[config.mk]
export PLATFORM = sky130hd
export DESIGN_NAME = rv32_core
export DESIGN_NICKNAME = d
export VERILOG_FILES = /design/src/core_ctrl_pkg.sv /design/src/riscv_isa_pkg.sv /design/src/alu_branch.sv /design/src/inst_decoder.sv /design/src/rv32_core.sv /design/src/writeback_regfile.sv
export SDC_FILE = /design/constraint.sdc
export NUM_CORES = 2
export LEC_CHECK = 0
export BUFFER_PORTS_ARGS = -buffer_cell sky130_fd_sc_hd__buf_2
export CORE_ASPECT_RATIO = 0.75
export CORE_MARGIN = 3
export CORE_UTILIZATION = 60
export DETAILED_ROUTE_END_ITERATION = 6
export PLACE_DENSITY_LB_ADDON = 0.05
export SETUP_SLACK_MARGIN = 0.2
export SYNTH_ARGS = -nofsm -noshare
export SYNTH_HDL_FRONTEND = slang
export SYNTH_SLANG_ARGS = --single-unit
[constraint.sdc]
create_clock -name clk -period 10 [get_ports clk]
set_input_delay 0.5 -clock clk [delete_from_list [all_inputs] [get_ports clk]]
set_output_delay 0.5 -clock clk [all_outputs]
set_load 0.005 [all_outputs]
[src/core_ctrl_pkg.sv]
package core_ctrl_pkg;

    typedef enum logic [3:0] {
        ALU_ADD,
        ALU_SUB,
        ALU_AND,
        ALU_OR,
        ALU_XOR,
        ALU_SLL,
        ALU_SRL,
        ALU_SRA,
        ALU_SLT,
        ALU_SLTU,
        ALU_JALR_ADD // sum with bit 0 cleared
    } alu_op_e;

    typedef enum logic [2:0] {
        BR_NONE,
        BR_BEQ,
        BR_BNE,
        BR_BLT,
        BR_BGE,
        BR_BLTU,
        BR_BGEU
    } br_op_e;

    typedef enum logic [1:0] {OP1_RS1, OP1_PC, OP1_ZERO} op1_sel_e;

    typedef enum logic [2:0] {OP2_RS2, OP2_IMM_I, OP2_IMM_S, OP2_IMM_J, OP2_IMM_U} op2_sel_e;

    typedef enum logic [1:0] {WB_ALU, WB_MEM, WB_PC_PLUS4} wb_sel_e;

    typedef enum logic [1:0] {ST_FETCH, ST_EXEC, ST_MEM_WAIT, ST_HALTED} core_state_e;

endpackage

[src/riscv_isa_pkg.sv]
package riscv_isa_pkg;

    localparam int XLEN = 32;

    typedef logic [XLEN-1:0] word_t;
    typedef logic [4:0]      reg_addr_t;
    typedef logic [31:0]     inst_t;
    typedef logic [6:0]      opcode_t;
    typedef logic [2:0]      funct3_t;

    // major opcodes
    localparam opcode_t OPC_OP     = 7'b0110011;
    localparam opcode_t OPC_OP_IMM = 7'b0010011;
    localparam opcode_t OPC_LOAD   = 7'b0000011;
    localparam opcode_t OPC_STORE  = 7'b0100011;
    localparam opcode_t OPC_BRANCH = 7'b1100011;
    localparam opcode_t OPC_JAL    = 7'b1101111;
    localparam opcode_t OPC_JALR   = 7'b1100111;
    localparam opcode_t OPC_LUI    = 7'b0110111;
    localparam opcode_t OPC_AUIPC  = 7'b0010111;

    // integer ops, shared by reg and imm forms
    localparam funct3_t F3_ADD_SUB = 3'b000;
    localparam funct3_t F3_SLL     = 3'b001;
    localparam funct3_t F3_SLT     = 3'b010;
    localparam funct3_t F3_SLTU    = 3'b011;
    localparam funct3_t F3_XOR     = 3'b100;
    localparam funct3_t F3_SRL_SRA = 3'b101;
    localparam funct3_t F3_OR      = 3'b110;
    localparam funct3_t F3_AND     = 3'b111;

    localparam funct3_t F3_BEQ  = 3'b000;
    localparam funct3_t F3_BNE  = 3'b001;
    localparam funct3_t F3_BLT  = 3'b100;
    localparam funct3_t F3_BGE  = 3'b101;
    localparam funct3_t F3_BLTU = 3'b110;
    localparam funct3_t F3_BGEU = 3'b111;

    localparam funct3_t F3_LW   = 3'b010; // word only
    localparam funct3_t F3_SW   = 3'b010;
    localparam funct3_t F3_JALR = 3'b000;

    localparam logic [6:0] F7_ALT = 7'b0100000; // sub / sra

    localparam reg_addr_t REG_GP = 5'd3;

endpackage

[src/alu_branch.sv]
`timescale 1ns/100ps
module alu_branch (
    input  core_ctrl_pkg::alu_op_e  alu_op_i,
    input  core_ctrl_pkg::br_op_e   br_op_i,
    input  core_ctrl_pkg::op1_sel_e op1_sel_i,
    input  core_ctrl_pkg::op2_sel_e op2_sel_i,
    input  riscv_isa_pkg::word_t    pc_i,
    input  riscv_isa_pkg::word_t    rs1_data_i,
    input  riscv_isa_pkg::word_t    rs2_data_i,
    input  riscv_isa_pkg::word_t    imm_i_i,
    input  riscv_isa_pkg::word_t    imm_s_i,
    input  riscv_isa_pkg::word_t    imm_j_i,
    input  riscv_isa_pkg::word_t    imm_u_i,
    input  riscv_isa_pkg::word_t    imm_b_i,
    output riscv_isa_pkg::word_t    alu_result_o,
    output logic                    br_taken_o,
    output riscv_isa_pkg::word_t    br_target_o
);
    import riscv_isa_pkg::*;
    import core_ctrl_pkg::*;

    word_t      op1;
    word_t      op2;
    word_t      sum;
    logic [4:0] shamt;
    logic       eq;
    logic       lt_s;
    logic       lt_u;

    always_comb begin
        case (op1_sel_i)
            OP1_PC:   op1 = pc_i;
            OP1_ZERO: op1 = '0; // lui
            default:  op1 = rs1_data_i;
        endcase
    end

    always_comb begin
        case (op2_sel_i)
            OP2_IMM_I: op2 = imm_i_i;
            OP2_IMM_S: op2 = imm_s_i;
            OP2_IMM_J: op2 = imm_j_i;
            OP2_IMM_U: op2 = imm_u_i;
            default:   op2 = rs2_data_i;
        endcase
    end

    assign sum   = op1 + op2;
    assign shamt = op2[4:0];

    // branches select rs1/rs2, so one comparator serves slt and branch
    assign eq   = op1 == op2;
    assign lt_s = $signed(op1) < $signed(op2);
    assign lt_u = op1 < op2;

    always_comb begin
        case (alu_op_i)
            ALU_SUB:      alu_result_o = op1 - op2;
            ALU_AND:      alu_result_o = op1 & op2;
            ALU_OR:       alu_result_o = op1 | op2;
            ALU_XOR:      alu_result_o = op1 ^ op2;
            ALU_SLL:      alu_result_o = op1 << shamt;
            ALU_SRL:      alu_result_o = op1 >> shamt;
            ALU_SRA:      alu_result_o = $signed(op1) >>> shamt;
            ALU_SLT:      alu_result_o = {{(XLEN-1){1'b0}}, lt_s};
            ALU_SLTU:     alu_result_o = {{(XLEN-1){1'b0}}, lt_u};
            ALU_JALR_ADD: alu_result_o = {sum[XLEN-1:1], 1'b0};
            default:      alu_result_o = sum;
        endcase
    end

    always_comb begin
        case (br_op_i)
            BR_BEQ:  br_taken_o = eq;
            BR_BNE:  br_taken_o = !eq;
            BR_BLT:  br_taken_o = lt_s;
            BR_BGE:  br_taken_o = !lt_s;
            BR_BLTU: br_taken_o = lt_u;
            BR_BGEU: br_taken_o = !lt_u;
            default: br_taken_o = 1'b0;
        endcase
    end

    assign br_target_o = pc_i + imm_b_i;

endmodule

[src/inst_decoder.sv]
`timescale 1ns/100ps
module inst_decoder (
    input  riscv_isa_pkg::inst_t     inst_i,
    output core_ctrl_pkg::alu_op_e   alu_op_o,
    output core_ctrl_pkg::br_op_e    br_op_o,
    output core_ctrl_pkg::op1_sel_e  op1_sel_o,
    output core_ctrl_pkg::op2_sel_e  op2_sel_o,
    output core_ctrl_pkg::wb_sel_e   wb_sel_o,
    output logic                     rf_wen_o,
    output logic                     mem_wen_o,
    output logic                     is_jump_o,
    output riscv_isa_pkg::reg_addr_t rs1_o,
    output riscv_isa_pkg::reg_addr_t rs2_o,
    output riscv_isa_pkg::reg_addr_t rd_o,
    output riscv_isa_pkg::word_t     imm_i_o,
    output riscv_isa_pkg::word_t     imm_s_o,
    output riscv_isa_pkg::word_t     imm_b_o,
    output riscv_isa_pkg::word_t     imm_j_o,
    output riscv_isa_pkg::word_t     imm_u_o
);
    import riscv_isa_pkg::*;
    import core_ctrl_pkg::*;

    opcode_t    opcode;
    funct3_t    funct3;
    logic [6:0] funct7;
    logic       alt;
    logic       op_ok;
    logic       imm_ok;

    function automatic alu_op_e alu_fn(funct3_t f3, logic sel_alt);
        case (f3)
            F3_ADD_SUB: return sel_alt ? ALU_SUB : ALU_ADD;
            F3_SLL:     return ALU_SLL;
            F3_SLT:     return ALU_SLT;
            F3_SLTU:    return ALU_SLTU;
            F3_XOR:     return ALU_XOR;
            F3_SRL_SRA: return sel_alt ? ALU_SRA : ALU_SRL;
            F3_OR:      return ALU_OR;
            F3_AND:     return ALU_AND;
            default:    return ALU_ADD;
        endcase
    endfunction

    assign opcode = inst_i[6:0];
    assign funct3 = inst_i[14:12];
    assign funct7 = inst_i[31:25];
    assign alt    = funct7 == F7_ALT;

    assign rs1_o = inst_i[19:15];
    assign rs2_o = inst_i[24:20];
    assign rd_o  = inst_i[11:7];

    assign imm_i_o = {{20{inst_i[31]}}, inst_i[31:20]};
    assign imm_s_o = {{20{inst_i[31]}}, inst_i[31:25], inst_i[11:7]};
    assign imm_b_o = {{20{inst_i[31]}}, inst_i[7], inst_i[30:25], inst_i[11:8], 1'b0};
    assign imm_j_o = {{12{inst_i[31]}}, inst_i[19:12], inst_i[20], inst_i[30:21], 1'b0};
    assign imm_u_o = {inst_i[31:12], 12'b0};

    // alt funct7 only legal on sub and sra
    assign op_ok = funct7 == 7'b0 || (alt && (funct3 == F3_ADD_SUB || funct3 == F3_SRL_SRA));

    always_comb begin
        case (funct3)
            F3_SLL:     imm_ok = funct7 == 7'b0;
            F3_SRL_SRA: imm_ok = funct7 == 7'b0 || alt;
            default:    imm_ok = 1'b1; // upper bits are immediate
        endcase
    end

    always_comb begin
        // no-op unless matched
        alu_op_o  = ALU_ADD;
        br_op_o   = BR_NONE;
        op1_sel_o = OP1_RS1;
        op2_sel_o = OP2_RS2;
        wb_sel_o  = WB_ALU;
        rf_wen_o  = 1'b0;
        mem_wen_o = 1'b0;
        is_jump_o = 1'b0;
        case (opcode)
            OPC_OP: begin
                if (op_ok) begin
                    alu_op_o = alu_fn(funct3, alt);
                    rf_wen_o = 1'b1;
                end
            end
            OPC_OP_IMM: begin
                if (imm_ok) begin
                    alu_op_o  = alu_fn(funct3, alt && funct3 == F3_SRL_SRA);
                    op2_sel_o = OP2_IMM_I;
                    rf_wen_o  = 1'b1;
                end
            end
            OPC_LOAD: begin
                if (funct3 == F3_LW) begin
                    op2_sel_o = OP2_IMM_I;
                    wb_sel_o  = WB_MEM;
                    rf_wen_o  = 1'b1;
                end
            end
            OPC_STORE: begin
                if (funct3 == F3_SW) begin
                    op2_sel_o = OP2_IMM_S;
                    mem_wen_o = 1'b1;
                end
            end
            OPC_BRANCH: begin
                case (funct3)
                    F3_BEQ:  br_op_o = BR_BEQ;
                    F3_BNE:  br_op_o = BR_BNE;
                    F3_BLT:  br_op_o = BR_BLT;
                    F3_BGE:  br_op_o = BR_BGE;
                    F3_BLTU: br_op_o = BR_BLTU;
                    F3_BGEU: br_op_o = BR_BGEU;
                    default: br_op_o = BR_NONE;
                endcase
            end
            OPC_JAL: begin
                op1_sel_o = OP1_PC;
                op2_sel_o = OP2_IMM_J;
                wb_sel_o  = WB_PC_PLUS4;
                rf_wen_o  = 1'b1;
                is_jump_o = 1'b1;
            end
            OPC_JALR: begin
                if (funct3 == F3_JALR) begin
                    alu_op_o  = ALU_JALR_ADD;
                    op2_sel_o = OP2_IMM_I;
                    wb_sel_o  = WB_PC_PLUS4;
                    rf_wen_o  = 1'b1;
                    is_jump_o = 1'b1;
                end
            end
            OPC_LUI: begin
                op1_sel_o = OP1_ZERO;
                op2_sel_o = OP2_IMM_U;
                rf_wen_o  = 1'b1;
            end
            OPC_AUIPC: begin
                op1_sel_o = OP1_PC;
                op2_sel_o = OP2_IMM_U;
                rf_wen_o  = 1'b1;
            end
            default: ;
        endcase
    end

endmodule

[src/rv32_core.sv]
`timescale 1ns/100ps
module rv32_core #(
    parameter riscv_isa_pkg::word_t EXIT_PC  = 32'h44,
    parameter riscv_isa_pkg::word_t RESET_PC = '0
) (
    input  logic                 clk,
    input  logic                 rst_n,
    output riscv_isa_pkg::word_t imem_addr_o,
    input  riscv_isa_pkg::word_t imem_rdata_i,
    output riscv_isa_pkg::word_t dmem_addr_o,
    output logic                 dmem_wen_o,
    output riscv_isa_pkg::word_t dmem_wdata_o,
    input  riscv_isa_pkg::word_t dmem_rdata_i,
    output logic                 halt_o,
    output riscv_isa_pkg::word_t gp_o
);
    import riscv_isa_pkg::*;
    import core_ctrl_pkg::*;

    core_state_e state;
    core_state_e state_nxt;
    word_t       pc;
    word_t       pc_plus4;
    word_t       pc_nxt;

    alu_op_e   alu_op;
    br_op_e    br_op;
    op1_sel_e  op1_sel;
    op2_sel_e  op2_sel;
    wb_sel_e   wb_sel;
    logic      rf_wen;
    logic      mem_wen;
    logic      is_jump;
    logic      is_load;
    logic      retire;
    logic      br_taken;
    reg_addr_t rs1;
    reg_addr_t rs2;
    reg_addr_t rd;
    word_t     imm_i;
    word_t     imm_s;
    word_t     imm_b;
    word_t     imm_j;
    word_t     imm_u;
    word_t     rs1_data;
    word_t     rs2_data;
    word_t     alu_result;
    word_t     br_target;

    inst_decoder u_decoder (
        .inst_i    (imem_rdata_i),
        .alu_op_o  (alu_op),
        .br_op_o   (br_op),
        .op1_sel_o (op1_sel),
        .op2_sel_o (op2_sel),
        .wb_sel_o  (wb_sel),
        .rf_wen_o  (rf_wen),
        .mem_wen_o (mem_wen),
        .is_jump_o (is_jump),
        .rs1_o     (rs1),
        .rs2_o     (rs2),
        .rd_o      (rd),
        .imm_i_o   (imm_i),
        .imm_s_o   (imm_s),
        .imm_b_o   (imm_b),
        .imm_j_o   (imm_j),
        .imm_u_o   (imm_u)
    );

    alu_branch u_alu (
        .alu_op_i     (alu_op),
        .br_op_i      (br_op),
        .op1_sel_i    (op1_sel),
        .op2_sel_i    (op2_sel),
        .pc_i         (pc),
        .rs1_data_i   (rs1_data),
        .rs2_data_i   (rs2_data),
        .imm_i_i      (imm_i),
        .imm_s_i      (imm_s),
        .imm_j_i      (imm_j),
        .imm_u_i      (imm_u),
        .imm_b_i      (imm_b),
        .alu_result_o (alu_result),
        .br_taken_o   (br_taken),
        .br_target_o  (br_target)
    );

    writeback_regfile u_regfile (
        .clk          (clk),
        .rst_n        (rst_n),
        .wen_i        (rf_wen && retire),
        .rd_i         (rd),
        .rs1_i        (rs1),
        .rs2_i        (rs2),
        .wb_sel_i     (wb_sel),
        .alu_result_i (alu_result),
        .mem_rdata_i  (dmem_rdata_i),
        .pc_plus4_i   (pc_plus4),
        .rs1_data_o   (rs1_data),
        .rs2_data_o   (rs2_data),
        .gp_o         (gp_o)
    );

    assign pc_plus4 = pc + 32'd4;
    assign is_load  = wb_sel == WB_MEM;
    // last cycle of the instruction
    assign retire   = (state == ST_EXEC && !is_load) || state == ST_MEM_WAIT;

    always_comb begin
        if (br_taken) begin
            pc_nxt = br_target;
        end else if (is_jump) begin
            pc_nxt = alu_result;
        end else begin
            pc_nxt = pc_plus4;
        end
    end

    always_comb begin
        case (state)
            ST_FETCH:    state_nxt = (pc == EXIT_PC) ? ST_HALTED : ST_EXEC;
            ST_EXEC:     state_nxt = is_load ? ST_MEM_WAIT : ST_FETCH;
            ST_MEM_WAIT: state_nxt = ST_FETCH;
            default:     state_nxt = ST_HALTED; // until reset
        endcase
    end

    always_ff @(posedge clk) begin
        if (!rst_n) begin
            state <= ST_FETCH;
            pc    <= RESET_PC;
        end else begin
            state <= state_nxt;
            if (retire) begin
                pc <= pc_nxt;
            end
        end
    end

    // pc held through exec, so rdata stays on the current instruction
    assign imem_addr_o  = pc;
    assign dmem_addr_o  = alu_result;
    assign dmem_wdata_o = rs2_data;
    assign dmem_wen_o   = mem_wen && state == ST_EXEC;
    assign halt_o       = state == ST_HALTED;

endmodule

[src/writeback_regfile.sv]
`timescale 1ns/100ps
module writeback_regfile (
    input  logic                     clk,
    input  logic                     rst_n,
    input  logic                     wen_i,
    input  riscv_isa_pkg::reg_addr_t rd_i,
    input  riscv_isa_pkg::reg_addr_t rs1_i,
    input  riscv_isa_pkg::reg_addr_t rs2_i,
    input  core_ctrl_pkg::wb_sel_e   wb_sel_i,
    input  riscv_isa_pkg::word_t     alu_result_i,
    input  riscv_isa_pkg::word_t     mem_rdata_i,
    input  riscv_isa_pkg::word_t     pc_plus4_i,
    output riscv_isa_pkg::word_t     rs1_data_o,
    output riscv_isa_pkg::word_t     rs2_data_o,
    output riscv_isa_pkg::word_t     gp_o
);
    import riscv_isa_pkg::*;
    import core_ctrl_pkg::*;

    word_t regs [32];
    word_t wb_data;

    always_comb begin
        case (wb_sel_i)
            WB_MEM:      wb_data = mem_rdata_i;
            WB_PC_PLUS4: wb_data = pc_plus4_i; // link address
            default:     wb_data = alu_result_i;
        endcase
    end

    // x0 never written, so it reads zero after reset
    always_ff @(posedge clk) begin
        if (!rst_n) begin
            for (int i = 0; i < 32; i++) begin
                regs[i] <= '0;
            end
        end else if (wen_i && rd_i != '0) begin
            regs[rd_i] <= wb_data;
        end
    end

    assign rs1_data_o = regs[rs1_i];
    assign rs2_data_o = regs[rs2_i];
    assign gp_o       = regs[REG_GP];

endmodule
==> run summary <==
Area growth from synthesis to layout -> 8.842%
Hold buffers post-CTS -> 0
Initial antenna violation count -> 25
Placed cell areas -> 70240 um^2
Register share of total power -> 38.3%
Worst-Skew Late Latency -> 0.76 ns
Share of cells above drive strength 1 -> 18.02%
EDFF count, synth -> 1024
Critical path depth in cells -> 20
Final hold viol count -> 0
Post-route DRC -> 0
Synthesis-stage register bit count -> 1058
Die Y -> 296.5 um
Worst Tran Pin Value -> 1.496 ns
Gr busiest metal -> met1
Clock Path Buffers -> 3
Final clock skew -> 0.06384 ns
Slowest CP cell -> o41ai_1
Tot GR Track Use -> 50.56%
CP endpoint kind -> primary output
Pwr Total -> 13.40 mW
Mapped Cells -> 6035
Hold slack -> 0.3388 ns
Post-synth design cell area -> 67510 um^2
Worst Path Required -> 9.50 ns
P per Cell Area -> 182.4 nW/um^2
Layout net count -> 6246
Maximum capacitance violations -> 1
H-Tree Depth -> 3
Asr flop ratio synth -> 0%
Predominant post-synthesis flop cell -> edfxtp_1
Status -> finished, violations left
Max Clk Rate -> 106.4 MHz
Detailed Routing Iterations Pass 1 -> 7
GR Overflow Total -> 0
First-pass GRT wire length -> 416.2 mm
Combinational group share of total power -> 33.1%
CP Launch Type -> input port
Crit path buffers/inverters -> 4
Root buffer cell -> clkbuf_16
CTS Buf Count -> 102
# setup viols final -> 0
Pins Over Slew Limit -> 1
Syn_area_per_cell -> 11.19 um^2
M1 GR Usage -> 67.28%
WL per Instance -> 39.61 um
Buffers added on ports -> 195
Routability Congestion -> 1.154
Period utilisation layout -> 93.97%
Critical path class -> input port to primary output
Largest net degree at the start of global routing -> 92
Max-slew headroom -> -1.038%
Number of post-CTS setup repair buffers -> 0
Critical path peak fanout -> 91
P_int -> 8.312 mW
Failing checks -> max-capacitance violations, max-slew violations
Die width -> 393.3 um
Worst-path cell chain -> buf_8 > buf_12 > and2_1 > a22oi_1 > nand3_1 > nand4_1 > a21boi_4 > buf_4 > ha_1 > o21ai_0 > a21o_1 > a31o_2 > o21ai_0 > a221oi_1 > o41ai_1 > a2111oi_0 > o21a_1 > a2111oi_0 > o21ai_1 > buf_2
Yosys top cell area share -> 45.54%
Met2 usage -> 66.13%
Total number of vias -> 59480
Routed Antenna Nets -> 0
Setup TNS -> 0 ns
Sequential-to-total area share from yosys stat -> 46.55%
GR Layer Usage met3 -> 26.46%
Arrival time worst endpoint -> 8.90 ns
Yosys top cell by area -> edfxtp_1
Total wire length -> 302.4 mm
RSZ-0062 raised after global routing -> false
Minimum clock period -> 9.397 ns
Pleak -> 28.08 nW
Core area -> 110500 um^2
Max VDD drop -> 0.1927 mV
Finished Cell Area -> 73480 um^2
CTS clk-pin slew, worst paths -> 0.07 ns
Distinct cells, synth -> 104
Num rows -> 105
NetSw -> 5.089 mW
Most frequent cell after synthesis -> nor2_1
Effective utilization at floorplan -> 61.11%
Detailed Route Iter0 Violations -> 12080
Min-delay worst type -> input port to flop
Worst hold path depth -> 4
Cts repair resizes -> 0
Cell family with most CP delay -> compound AO/OA/AOI/OAI gates
Die Area -> 116600 um^2
Detailed placement HPWL -> 203.2 mm
Reg2Reg Depth -> 19
Clock group share of total power -> 28.6%
Sw Share -> 37.98%
Synth top cells by count -> nor2_1 (1159), edfxtp_1 (1024), mux2i_1 (659)
Yosys Warn Count -> 0
Vias in the first global route -> 54710
Placed cells -> 7434
CTS sink count -> 1058
Slowest cell delay on critical path -> 0.86 ns
Boundary Pins -> 196
CTS tree -> built
Top area cells in the synthesized netlist -> edfxtp_1 (46%), mux4_2 (9.8%), mux2i_1 (9.8%)
Finished Layout Cells -> 7636
DR vias/cell -> 7.790
## registers in the layout, indices dropped and copies added (netlist names)
signal          flops
state               2
u_regfile.regs   1024
imem_addr_o        32
## layout make-up
cell class	instances	area, um^2
Timing Repair Buffer	429	2934
Fill cell	8330	37000
Clock buffer	126	2643
Multi-Input combinational cell	4320	33520
Clock inverter	58	554.3
Antenna cell	18	45.04
Inverter	129	484.2
Tap cell	1498	1874
Sequential cell	1058	31430
## cell families after synthesis
group / share of synthesized area, %
xor gates and xnor gates: 0.9340
and+or+nand+nor: 11.56
muxes: 20.72
adders and majority gates: 2.628
AOI/OAI and AO/OA: 12.94
DFF: 46.55
buffers and inverters: 4.663
other: 0.005554
## stage by stage
stage	setup WS, ns	util (%)
2_1_floorplan	2.800	-
3_3_place_gp	0.9981	63.58
3_5_place_dp	1.073	63.58
4_1_cts	1.261	66.47
5_1_grt	0.6592	66.48
6_report	0.6027	66.51
## path summary, 6_finish.rpt
kind | startpoint | to | slack [ns]
max | imem_rdata_i[21] | dmem_addr_o[27] | 0.60
min | rst_n | imem_addr_o[17] | 0.34
max reg2reg | u_regfile.regs[24][4] | u_regfile.regs[26][27] | 1.82
min reg2reg | state[0] | state[0] | 0.62
## worst min-delay path: cells and delay by family
family | cells | cell delay [ns]
compound gates | 2 | 0.18
buf+inv | 2 | 0.35
## layout by cell type (no fill, tap or decap), types with 31 or more instances in the layout
cell | Yosys | routed
a2111oi_0 | 36 | 36
nand2b_1 | 31 | 31
mux2i_1 | 659 | 659
a221oi_1 | 56 | 56
dfxtp_1 | 34 | 34
o211ai_1 | 31 | 31
a21o_1 | 39 | 39
clkbuf_16 | 0 | 102
a22o_1 | 33 | 33
nor3_1 | 51 | 48
nor2b_1 | 49 | 45
nor2_1 | 1159 | 1156
a211oi_1 | 64 | 64
conb_1 | 1 | 32
a21oi_1 | 219 | 218
edfxtp_1 | 1024 | 1024
mux2_2 | 61 | 61
ha_1 | 137 | 136
buf_4 | 54 | 222
a31oi_1 | 52 | 51
inv_1 | 121 | 119
buf_2 | 146 | 190
and3_1 | 47 | 47
xnor2_1 | 49 | 49
o21ai_0 | 149 | 149
nand2_2 | 1 | 57
nand2_1 | 242 | 179
nand3_1 | 140 | 140
mux4_2 | 295 | 295
a22oi_1 | 209 | 209
## power groups by stage
stage | clock network (mW) | logic [mW] | registers [mW]
6_report | 3.83 | 4.43 | 5.14
5_1_grt | 3.98 | 4.47 | 5.14
4_1_cts | 3.81 | 4.15 | 5.13
3_5_place_dp | 0 | 4.13 | 5.22
3_3_place_gp | 0 | 4.14 | 5.21
2_1_floorplan | 0 | 2.52 | 5.17
## layer usage
metal / wire length, um / up-vias
li1: - / 22950
met1: 105000 / 28840
met2: 115200 / 6370
met3: 60400 / 1300
met4: 21300 / 24
met5: 502 / -
Power figures use the tool's default switching activity.
